File: src/logic/move_gen_pkg.sv
package move_gen_pkg;

	localparam int NUM_COLS = 8;
	localparam int NUM_ROWS = 8;
	localparam int PIECE_W = 4;
	localparam int NUM_OFFSETS = 8;
	localparam int COL_FIFO_DEPTH = 8;
	localparam int OUT_FIFO_DEPTH = 32;
	localparam int FLAG_CAPTURE = 0;

	// bit 3 colour (1 black), bits 2..0 kind
	typedef logic [PIECE_W-1:0] piece_t;

	typedef enum logic [2:0] {
		EMPTY  = 3'd0,
		PAWN   = 3'd1,
		KNIGHT = 3'd2,
		BISHOP = 3'd3,
		ROOK   = 3'd4,
		QUEEN  = 3'd5,
		KING   = 3'd6
	} piece_kind_e;

	// square (c, r) sits at bit 32*r + 4*c
	typedef logic [NUM_COLS*NUM_ROWS*PIECE_W-1:0] board_t;
	typedef logic [2:0] coord_t;
	// column on top, row below
	typedef logic [5:0] square_t;
	// invalid, promote, pawn move, pawn 2 sq, en passant, castle, capture
	typedef logic [6:0] flags_t;
	typedef logic [NUM_COLS*NUM_ROWS-1:0] sq_mask_t;
	typedef logic signed [3:0] delta_t;

	typedef struct packed {
		flags_t flags;
		square_t from_sq;
		square_t to_sq;
	} move_t;

	typedef struct packed {
		sq_mask_t friendly;
		sq_mask_t enemy;
		sq_mask_t knight;
		sq_mask_t king;
	} board_view_t;

	localparam delta_t KNIGHT_DC [NUM_OFFSETS] = '{1, 2, 2, 1, -1, -2, -2, -1};
	localparam delta_t KNIGHT_DR [NUM_OFFSETS] = '{2, 1, -1, -2, -2, -1, 1, 2};
	localparam delta_t KING_DC [NUM_OFFSETS] = '{0, 1, 1, 1, 0, -1, -1, -1};
	localparam delta_t KING_DR [NUM_OFFSETS] = '{1, 1, 0, -1, -1, -1, 0, 1};

	typedef enum logic {GEN_SCAN, GEN_DONE} gen_state_e;
	typedef enum logic [1:0] {WAIT = 2'b01, GETM = 2'b11, DONE = 2'b10} coll_state_e;

endpackage

File: src/logic/board_decoder.sv
`timescale 1ns/100ps

module board_decoder (
	input move_gen_pkg::board_t bstate,
	input logic side_to_move,
	output move_gen_pkg::board_view_t view
);
	import move_gen_pkg::*;

	always_comb begin
		piece_t p;
		piece_kind_e kind;
		square_t sq;
		logic own;
		view = '0;
		for (int c = 0; c < NUM_COLS; c++) begin
			for (int r = 0; r < NUM_ROWS; r++) begin
				p = bstate[(r*NUM_COLS + c)*PIECE_W +: PIECE_W];
				kind = piece_kind_e'(p[2:0]);
				sq = {coord_t'(c), coord_t'(r)};
				own = (p[3] == side_to_move);
				if (kind != EMPTY) begin
					view.friendly[sq] = own;
					view.enemy[sq] = !own;
				end
				// only our own pieces get moves
				view.knight[sq] = own && (kind == KNIGHT);
				view.king[sq] = own && (kind == KING);
			end
		end
	end

endmodule

File: src/logic/column_move_gen.sv
`timescale 1ns/100ps

module column_move_gen #(
	parameter int COL = 0
) (
	input logic clk,
	input logic reset,
	input move_gen_pkg::board_view_t view,
	input logic fifo_full,
	output move_gen_pkg::move_t move,
	output logic push,
	output logic gen_done
);
	import move_gen_pkg::*;

	localparam coord_t COL_C = coord_t'(COL);
	localparam int OFF_W = $clog2(NUM_OFFSETS);

	gen_state_e state;
	coord_t row;
	logic [OFF_W-1:0] off_idx;

	square_t from_sq;
	square_t to_sq;
	delta_t dc;
	delta_t dr;
	logic signed [4:0] tc;
	logic signed [4:0] tr;
	logic piece_sq;
	logic on_board;
	logic want_push;
	logic stall;
	logic last_off;

	assign from_sq = {COL_C, row};
	assign piece_sq = view.knight[from_sq] | view.king[from_sq];

	// knight table unless the square holds a king
	assign dc = view.king[from_sq] ? KING_DC[off_idx] : KNIGHT_DC[off_idx];
	assign dr = view.king[from_sq] ? KING_DR[off_idx] : KNIGHT_DR[off_idx];

	assign tc = $signed({2'b00, COL_C}) + dc;
	assign tr = $signed({2'b00, row}) + dr;
	// negative or past 7 sets one of the top bits
	assign on_board = (tc[4:3] == 2'b00) && (tr[4:3] == 2'b00);
	assign to_sq = {tc[2:0], tr[2:0]};

	assign want_push = (state == GEN_SCAN) && piece_sq && on_board && !view.friendly[to_sq];
	assign push = want_push && !fifo_full;
	assign stall = want_push && fifo_full;
	assign last_off = (off_idx == OFF_W'(NUM_OFFSETS - 1));
	assign gen_done = (state == GEN_DONE);

	always_comb begin
		move = '0;
		move.flags[FLAG_CAPTURE] = view.enemy[to_sq];
		move.from_sq = from_sq;
		move.to_sq = to_sq;
	end

	always_ff @(posedge clk) begin
		if (reset) begin
			state <= GEN_SCAN;
			row <= '0;
			off_idx <= '0;
		end else if ((state == GEN_SCAN) && !stall) begin
			if (piece_sq && !last_off) begin
				off_idx <= off_idx + 1'b1;
			end else begin
				// empty or other piece costs one cycle
				off_idx <= '0;
				if (row == coord_t'(NUM_ROWS - 1)) begin
					state <= GEN_DONE;
				end else begin
					row <= row + 1'b1;
				end
			end
		end
	end

	a_no_push_full: assert property (
		@(posedge clk) disable iff (reset)
		fifo_full |-> !push
	);

	// held-back move is offered again unchanged
	a_stall_hold: assert property (
		@(posedge clk) disable iff (reset)
		stall |=> want_push && $stable(move)
	);

endmodule

File: src/logic/move_fifo.sv
`timescale 1ns/100ps

module move_fifo #(
	parameter int DEPTH = 8
) (
	input logic clk,
	input logic reset,
	input move_gen_pkg::move_t wr_data,
	input logic push,
	input logic pop,
	output move_gen_pkg::move_t rd_data,
	output logic full,
	output logic empty
);
	import move_gen_pkg::*;

	localparam int AW = $clog2(DEPTH);

	move_t mem [DEPTH];
	logic [AW-1:0] wr_ptr;
	logic [AW-1:0] rd_ptr;
	logic [AW:0] count;
	logic do_push;
	logic do_pop;

	assign full = (count == (AW+1)'(DEPTH));
	assign empty = (count == '0);
	assign do_push = push && !full;
	assign do_pop = pop && !empty;

	// head word is visible without a read cycle
	assign rd_data = mem[rd_ptr];

	always_ff @(posedge clk) begin
		if (do_push) begin
			mem[wr_ptr] <= wr_data;
		end
	end

	always_ff @(posedge clk) begin
		if (reset) begin
			wr_ptr <= '0;
			rd_ptr <= '0;
			count <= '0;
		end else begin
			if (do_push) begin
				wr_ptr <= (wr_ptr == AW'(DEPTH - 1)) ? '0 : wr_ptr + 1'b1;
			end
			if (do_pop) begin
				rd_ptr <= (rd_ptr == AW'(DEPTH - 1)) ? '0 : rd_ptr + 1'b1;
			end
			count <= count + (AW+1)'(do_push) - (AW+1)'(do_pop);
		end
	end

	a_no_overflow: assert property (@(posedge clk) disable iff (reset) full |-> !push);
	a_no_underflow: assert property (@(posedge clk) disable iff (reset) empty |-> !pop);

endmodule

File: src/logic/move_collector.sv
`timescale 1ns/100ps

module move_collector (
	input logic clk,
	input logic reset,
	input move_gen_pkg::move_t col_heads [move_gen_pkg::NUM_COLS],
	input logic [move_gen_pkg::NUM_COLS-1:0] col_empty,
	input logic [move_gen_pkg::NUM_COLS-1:0] col_done,
	input logic out_full,
	output logic [move_gen_pkg::NUM_COLS-1:0] col_pop,
	output move_gen_pkg::move_t out_move,
	output logic out_push,
	output logic done
);
	import move_gen_pkg::*;

	coll_state_e state;
	coord_t col_ptr;

	logic ptr_empty;
	logic ptr_finished;
	logic last_col;
	logic xfer;

	assign ptr_empty = col_empty[col_ptr];
	// no more pushes once gen_done is up
	assign ptr_finished = col_done[col_ptr] && ptr_empty;
	assign last_col = (col_ptr == coord_t'(NUM_COLS - 1));

	// pop and push in the same cycle
	assign xfer = (state == GETM) && !ptr_empty && !out_full;
	assign out_push = xfer;
	assign out_move = col_heads[col_ptr];
	assign done = (state == DONE);

	always_comb begin
		col_pop = '0;
		col_pop[col_ptr] = xfer;
	end

	always_ff @(posedge clk) begin
		if (reset) begin
			state <= WAIT;
			col_ptr <= '0;
		end else begin
			case (state)
				WAIT: begin
					if (!ptr_empty) begin
						state <= GETM;
					end else if (ptr_finished) begin
						if (last_col) begin
							state <= DONE;
						end else begin
							col_ptr <= col_ptr + 1'b1;
						end
					end
				end
				GETM: begin
					// back to WAIT to see if the column is finished
					if (ptr_empty) begin
						state <= WAIT;
					end
				end
				DONE: state <= DONE;
				default: state <= WAIT;
			endcase
		end
	end

	a_pop_onehot: assert property (@(posedge clk) disable iff (reset) $onehot0(col_pop));

	// done only once every column is finished and drained
	a_done_drained: assert property (
		@(posedge clk) disable iff (reset)
		done |-> (&col_done) && (&col_empty)
	);

endmodule

File: src/logic/move_gen_top.sv
`timescale 1ns/100ps

module move_gen_top (
	input logic clk,
	input logic reset,
	input move_gen_pkg::board_t bstate,
	input logic side_to_move,
	input logic rden,
	output move_gen_pkg::move_t move_out,
	output logic move_valid,
	output logic done
);
	import move_gen_pkg::*;

	board_view_t view;
	move_t gen_move [NUM_COLS];
	move_t col_heads [NUM_COLS];
	logic [NUM_COLS-1:0] gen_push;
	logic [NUM_COLS-1:0] col_full;
	logic [NUM_COLS-1:0] col_done;
	logic [NUM_COLS-1:0] col_empty;
	logic [NUM_COLS-1:0] col_pop;
	move_t out_move;
	logic out_push;
	logic out_full;
	logic out_empty;
	logic out_pop;

	board_decoder decoder_inst (
		.bstate(bstate),
		.side_to_move(side_to_move),
		.view(view)
	);

	for (genvar c = 0; c < NUM_COLS; c++) begin : g_col
		column_move_gen #(.COL(c)) gen_inst (
			.clk(clk),
			.reset(reset),
			.view(view),
			.fifo_full(col_full[c]),
			.move(gen_move[c]),
			.push(gen_push[c]),
			.gen_done(col_done[c])
		);

		move_fifo #(.DEPTH(COL_FIFO_DEPTH)) fifo_inst (
			.clk(clk),
			.reset(reset),
			.wr_data(gen_move[c]),
			.push(gen_push[c]),
			.pop(col_pop[c]),
			.rd_data(col_heads[c]),
			.full(col_full[c]),
			.empty(col_empty[c])
		);
	end

	move_collector collector_inst (
		.clk(clk),
		.reset(reset),
		.col_heads(col_heads),
		.col_empty(col_empty),
		.col_done(col_done),
		.out_full(out_full),
		.col_pop(col_pop),
		.out_move(out_move),
		.out_push(out_push),
		.done(done)
	);

	// rden strobe on an empty FIFO is dropped
	assign out_pop = rden && !out_empty;
	assign move_valid = !out_empty;

	move_fifo #(.DEPTH(OUT_FIFO_DEPTH)) out_fifo_inst (
		.clk(clk),
		.reset(reset),
		.wr_data(out_move),
		.push(out_push),
		.pop(out_pop),
		.rd_data(move_out),
		.full(out_full),
		.empty(out_empty)
	);

endmodule

File: config.mk
export PLATFORM = sky130hd
export DESIGN_NAME = move_gen_top
export DESIGN_NICKNAME = d
export VERILOG_FILES = /design/src/logic/move_gen_pkg.sv /design/src/logic/board_decoder.sv /design/src/logic/column_move_gen.sv /design/src/logic/move_fifo.sv /design/src/logic/move_collector.sv /design/src/logic/move_gen_top.sv
export SDC_FILE = /design/constraint.sdc
export NUM_CORES = 2
export LEC_CHECK = 0
export BUFFER_PORTS_ARGS = -buffer_cell sky130_fd_sc_hd__buf_2
export CORE_MARGIN = 5
export CORE_UTILIZATION = 50
export DETAILED_ROUTE_END_ITERATION = 10
export GPL_TIMING_DRIVEN = 0
export PLACE_DENSITY = 0.74
export SYNTH_ARGS = -nofsm -noshare
export SYNTH_HDL_FRONTEND = slang
export SYNTH_SLANG_ARGS = --single-unit
File: constraint.sdc
create_clock -name clk -period 7.7 [get_ports clk]
set_input_delay 1.54 -clock clk [delete_from_list [all_inputs] [get_ports clk]]
set_output_delay 1.54 -clock clk [all_outputs]
set_load 0.1 [all_outputs]
Word-level counts from Yosys, hierarchy flattened:

Memory sizes are Yosys's and may differ from the RTL's. A register that Yosys moved wholly into a read port is not among the register bits.
Cells that the tools add are included.

* equality and inequality tests: 242
* add/subtract/negate cells: 68
* reduce and logical (&&, ||, !) cells: 429
* muxes and demuxes: 348
* magnitude comparators: 27
* bitwise operators: 43

Operators with widths (number)
* 4-bit two-way mux: 80
* 3-bit == test, second input constant: 97
* 1-bit logical AND: 215
* 3-bit by 2-bit == test with 1-bit output, second input constant: 64
* 3-bit nonzero test: 64
* 1-bit two-way mux: 181
* 3-bit two-way mux: 40
* 1-bit zero test: 107
* 3-bit by 1-bit adder with 3-bit output, second input constant: 33
* 1-bit binary-select mux with 6-bit select: 16
* 6-bit by 7-bit less-than comparator with 1-bit output, second input constant: 12
* 1-bit == test: 64
* 19-bit binary-select mux with 3-bit select: 1
* 1-bit binary-select mux with 3-bit select: 18
* 3-bit AND reduction: 17
* 4-bit by 4-bit adder with 5-bit output: 8
* 19-bit two-way mux: 2
* 4-bit greater-or-equal comparator, second input constant: 9
* 3-bit inverter with 4-bit output: 9
* 4-bit by 1-bit adder with 4-bit output: 8
* 4-bit == test, second input constant: 8
* 2-bit zero test: 16
* 4-bit zero test: 8
* 4-bit by 1-bit subtractor with 4-bit output: 8
* 26 further kinds: 72

* memory bits (writable): 1248
* input bits: 260
* memories: 41
* bits in read-only memories: 1024
* output and inout port bits: 21
* word-level logic and storage cells: 1251
* register bits after elaboration: 157

Memory list
* out_fifo_inst.mem: words 32, width 19, rd ports 1, clocked after Yosys merged registers in 1, write ports 1, RTL line move_fifo.sv:19 `move_t mem [DEPTH];`
* g_col[0].fifo_inst.mem: words 8, width 10, rd ports 1, clocked after Yosys merged registers in 1, write ports 1, RTL line move_fifo.sv:19
* g_col[1].fifo_inst.mem: words 8, width 10, rd ports 1, clocked after Yosys merged registers in 1, write ports 1, RTL line move_fifo.sv:19
* g_col[2].fifo_inst.mem: words 8, width 10, rd ports 1, clocked after Yosys merged registers in 1, write ports 1, RTL line move_fifo.sv:19
* g_col[3].fifo_inst.mem: words 8, width 10, rd ports 1, clocked after Yosys merged registers in 1, write ports 1, RTL line move_fifo.sv:19
* g_col[4].fifo_inst.mem: words 8, width 10, rd ports 1, clocked after Yosys merged registers in 1, write ports 1, RTL line move_fifo.sv:19
* 35 more memories

Depth between registers and ports, before layout:

* depth in word-level cells: 14
* mapped depth: 30
* depth with buffers taken out: 24

Modules after synthesis:

A second synthesis with hierarchy kept.

* cells, all modules: 5707
* area total of the unflattened synthesis: 97194.5 µm²

Modules (own cells, without submodules)
* move_fifo at g_col[0].fifo_inst ...: times used 7, area each 6515.0 µm², cells an instance 298, sequential area each 4824.6 µm²
* move_fifo at out_fifo_inst: times used 1, area each 24370.9 µm², cells an instance 1244, sequential area each 18677.9 µm²
* move_fifo at g_col[7].fifo_inst: times used 1, area each 6501.2 µm², cells an instance 297, sequential area each 4824.6 µm²
* board_decoder: times used 1, area each 3418.3 µm², cells an instance 462, sequential area each 0.0 µm²
* column_move_gen at g_col[5].gen_inst: times used 1, area each 2090.8 µm², cells an instance 192, sequential area each 140.1 µm²
* column_move_gen at g_col[1].gen_inst: times used 1, area each 2087.0 µm², cells an instance 180, sequential area each 140.1 µm²
* column_move_gen at g_col[3].gen_inst: times used 1, area each 2075.7 µm², cells an instance 179, sequential area each 140.1 µm²
* column_move_gen at g_col[7].gen_inst: times used 1, area each 2062.0 µm², cells an instance 187, sequential area each 140.1 µm²
* column_move_gen at g_col[2].gen_inst: times used 1, area each 2008.2 µm², cells an instance 181, sequential area each 140.1 µm²
* column_move_gen at g_col[6].gen_inst: times used 1, area each 1994.4 µm², cells an instance 180, sequential area each 140.1 µm²
* move_collector: times used 1, area each 1749.2 µm², cells an instance 223, sequential area each 100.1 µm²
* column_move_gen at g_col[0].gen_inst: times used 1, area each 1624.1 µm², cells an instance 150, sequential area each 140.1 µm²
* column_move_gen at g_col[4].gen_inst: times used 1, area each 1597.8 µm², cells an instance 144, sequential area each 140.1 µm²
* move_gen_top: times used 1, area each 10.0 µm², cells an instance 2, sequential area each 0.0 µm²

Worst setup path after synthesis:

OpenSTA, ideal clock, no wires.

* path kind: input to register
* start point: input port side_to_move
* end point: memory g_col[7].fifo_inst.mem[5][0] (netlist bit), enable pin
* data required time: 7.292 ns
* path buffers: 6
* data arrival time: 7.375 ns
* setup time: 0.408 ns
* slack: -0.083 ns
* stages: 20
* cell sequence: buf_6 -> buf_6 -> buf_6 -> xnor2_4 -> nand3_1 -> o32a_1 -> mux4_2 -> buf_6 -> mux4_2 -> fa_1 -> xor2_1 -> buf_2 -> buf_2 -> mux4_2 -> nand2_1 -> nand3_1 -> a21oi_1 -> o21ai_1 -> a211o_1 -> nor4b_1

RTL lines
* start: declaration: RTL line move_gen_top.sv:7 `input logic side_to_move,`
* end: declaration: RTL line move_fifo.sv:19

==> impl_metrics.yaml <==
status:
  status: "finished, final reports clean"
critical_path:
  startpoint_type: "input pin"
  worstPathBufferInverterCount: 6
  crit_top_cell: "buf_6"
  path_cells: "buf_6 -> buf_6 -> buf_6 -> xnor2_1 -> and3b_1 -> a32oi_1 -> a22oi_1 -> nand2_1 -> mux4_2 -> fa_1 -> xnor2_4 -> inv_2 -> buf_4 -> nor2_1 -> o211ai_1 -> a31oi_1 -> a41o_1 -> mux2i_1 -> o211a_1 -> nor3b_4 -> nand2_1 -> nor3b_4 -> buf_12"
  critPathTopFamily: "simple AND/OR/NAND/NOR gates"
  worst-endpoint-arrival_ns: 8.09
  cp.required_ns: 8.11
  crit_fanout: 17
  critPathSlowestCell: "mux4_2"
  slowest_delay_ns: 0.60
  end_kind: "flip-flop"
  path_class: "input pin to flip-flop"
synthesis:
  ys_seq_area_share_pct: 55.72
  synth_seq_cells: 1242
  synth_top_area_share_pct: 49.87
  synth.most_common_cell: "edfxtp_1"
  synth_edf_count: 1056
  yosysUniqueCellTypes: 104
  async_flop_share_pct: 0
  synth_warnings: 0
  synthTopCellsByCount: "edfxtp_1 (1056), mux4_2 (564), nor2_1 (362)"
  yosysTopAreaCell: "edfxtp_1"
  synthTopCellsByArea: "edfxtp_1 (50%), mux4_2 (20%), dfxtp_1 (5.9%)"
  avgSynthCellArea_um2: 15.33
  synth_top_flop_cell: "edfxtp_1"
  synthesis.area_mm2: 0.06359
  postSynthCellCount: 4149
job:
  drv_cap: 0
placement:
  post-place-cells: 6103
  place_congestion: 1.084
  dp_hpwl_mm: 137.7
  portBuffers: 272
global_routing:
  grt_pass1_vias: 40850
  grt_start_max_net_pins: 41
  grt_first_pass_wirelength_mm: 274.5
  grt_util_all_layers_pct: 27.61
  antenna_found_initial: 14
  grt-ovfl-total: 0
die:
  design.die.area_mm2: 0.1344
  fp.dieW_um: 366.6
  std_cell_rows: 130
  ios: 281
  initial_core_util_pct: 50.44
  die_h_um: 366.6
  core_region_area_mm2: 0.1261
clocking:
  cts_tree: "done"
  htree_levels: 3
  root_buffer: "clkbuf_16"
  clock-sinks: 1242
  postCtsHoldBufs: 0
  clkTransAtPathRegs_ns: 0.06
  clk_latency_ns: 0.71
  cts_buffer_depth: 3
  cts_buffers: 120
cells_and_area:
  final_nets: 5079
  areaGrowthSynthToFinish_pct: 14.51
  utilization_pct: 57.76
  final.fill_count: 9382
  drive_above_1_share_pct: 27.67
  final-instance-count-excl-fill: 6374
power:
  vdd_drop_max_uv: 328.5
  leakage_nw: 24.30
  clock_power_share_pct: 20.1
  p_per_area_mw_per_mm2: 413.3
  p_comb_share_pct: 48.5
  p_sw_share_pct: 38.63
  power.internal_mw: 18.47
  p_total_mw: 30.10
  seq_power_share_pct: 31.4
  power_switching_mw: 11.63
sta:
  finalSetupViolCount: 0
  skew_ns: 0.03914
  setup_tns_ns: 0
  finalHoldViolCount: 0
  whs_ns: 0.4988
  rsz0062_at_grt: "true"
  relSlewSlack_pct: 7.546
  max_freq_mhz: 130.3
  min_period_over_period_pct: 99.68
  layout_min_cycle_time_ns: 7.675
  tightest_slew_ns: 1.382
  drv_slew: 0
detailed_routing:
  drcViolationCount: 0
  first_pass_iters: 7
  wl_per_cell_um: 29.77
  ant_nets: 0
  num_vias: 41840
  wirelength_mm: 189.8
  drtIter0Drc: 5649
  vias_per_cell: 6.564
min_path:
  hold_class: "flip-flop to flip-flop"
## tightest hold or removal path: cells and delay by family, from the launching register on
kind,cells,cell delay (ns)
compound gates,1,0.07
flops,1,0.32
simple gates,1,0.05
## placed cells by master, fill, tap and decap left out, types with 94 or more instances in the layout
cell type	n
inv_1	195
edfxtp_1	1056
ha_1	196
clkbuf_1	161
mux2i_1	185
mux4_2	564
clkbuf_16	124
nor3_1	103
a21oi_1	94
nand2_1	134
dfxtp_1	184
buf_2	283
nand2b_1	98
nor2_1	354
## power groups by stage
stage	logic (mW)	clock network (mW)	registers, mW
6_report	14.6	6.06	9.45
3_5_place_dp	13.6	0	9.58
5_1_grt	15.1	6.40	9.49
2_1_floorplan	9.39	0	9.40
3_3_place_gp	13.1	0	9.58
4_1_cts	13.9	6.11	9.44
## worst paths after layout
check        cells after the start                      endpoint  slack [ns]                         start
max reg2reg                     22  g_col[5].fifo_inst.mem[6][7]        0.27      g_col[5].gen_inst.row[0]
min reg2reg                      2  g_col[4].fifo_inst.rd_ptr[2]        0.50  g_col[4].fifo_inst.rd_ptr[2]
min                              2  g_col[4].fifo_inst.rd_ptr[2]        0.50  g_col[4].fifo_inst.rd_ptr[2]
max                             23  g_col[2].fifo_inst.mem[5][8]        0.02                  side_to_move
## sequential cells by signal, indices dropped and copies added, names as in the netlist, named ones only
register and count:
g_col.fifo_inst.wr_ptr 24, g_col.gen_inst.row 24, out_fifo_inst.count 6, g_col.fifo_inst.mem 640, g_col.gen_inst.off_idx 24, collector_inst.state 2, g_col.gen_inst.gen_done 8, collector_inst.col_ptr 3
out_fifo_inst.wr_ptr 5, g_col.fifo_inst.count 32, out_fifo_inst.rd_ptr 5, g_col.fifo_inst.rd_ptr 24, out_fifo_inst.mem 416
## per-stage QoR
stage,setup slack [ns],area [um2]
floorplan,-0.08260,63620
global placement,-2.886,67050
detailed placement,-1.975,67730
CTS,-0.01324,72360
global route,-0.009713,72790
finish,0.02469,72820
## per-layer routing
metal	up-vias	global-route usage (%)	part of all wire, %
met3	625	7.668	12
met4	4	12.65	5.8
met2	2853	43.21	46
met5	-	0.2137	0.012
met1	20970	36.21	36
li1	17390	-	-
## cells by family (layout without fill, tap and decap cells)
group | after synthesis | after routing | synth area share, %
buffers and inverters | 417 | 975 | 2.643
multiplexers | 789 | 789 | 23.61
other | 1 | 18 | 0.005897
flip-flops | 1242 | 1242 | 55.72
AND/OR/NAND/NOR | 1023 | 1023 | 8.235
adder cells (fa/ha/maj) | 214 | 214 | 4.411
AO/OA/AOI/OAI | 362 | 362 | 3.927
XOR/XNOR | 101 | 101 | 1.444
## cell type report
class | count | area (um2) | area share (%)
flip-flops and latches | 1242 | 35440 | 48.66
multi-input cells | 2495 | 27380 | 37.60
clock buffers | 161 | 3322 | 4.562
repair buffers | 332 | 2071 | 2.844
well taps | 1650 | 2064 | 2.835
plain buffers | 209 | 954.7 | 1.311
clock inverters | 68 | 779.5 | 1.070
inverters | 205 | 777.0 | 1.067
diodes | 12 | 30.03 | 0.04124
## timing repair
action,CTS,global route
pin swaps,11,9
setup endpoints to repair,540,582
resized for setup,63,56
gates cloned,0,0
buffers inserted,16,14
Power figures use the tool's default switching activity.
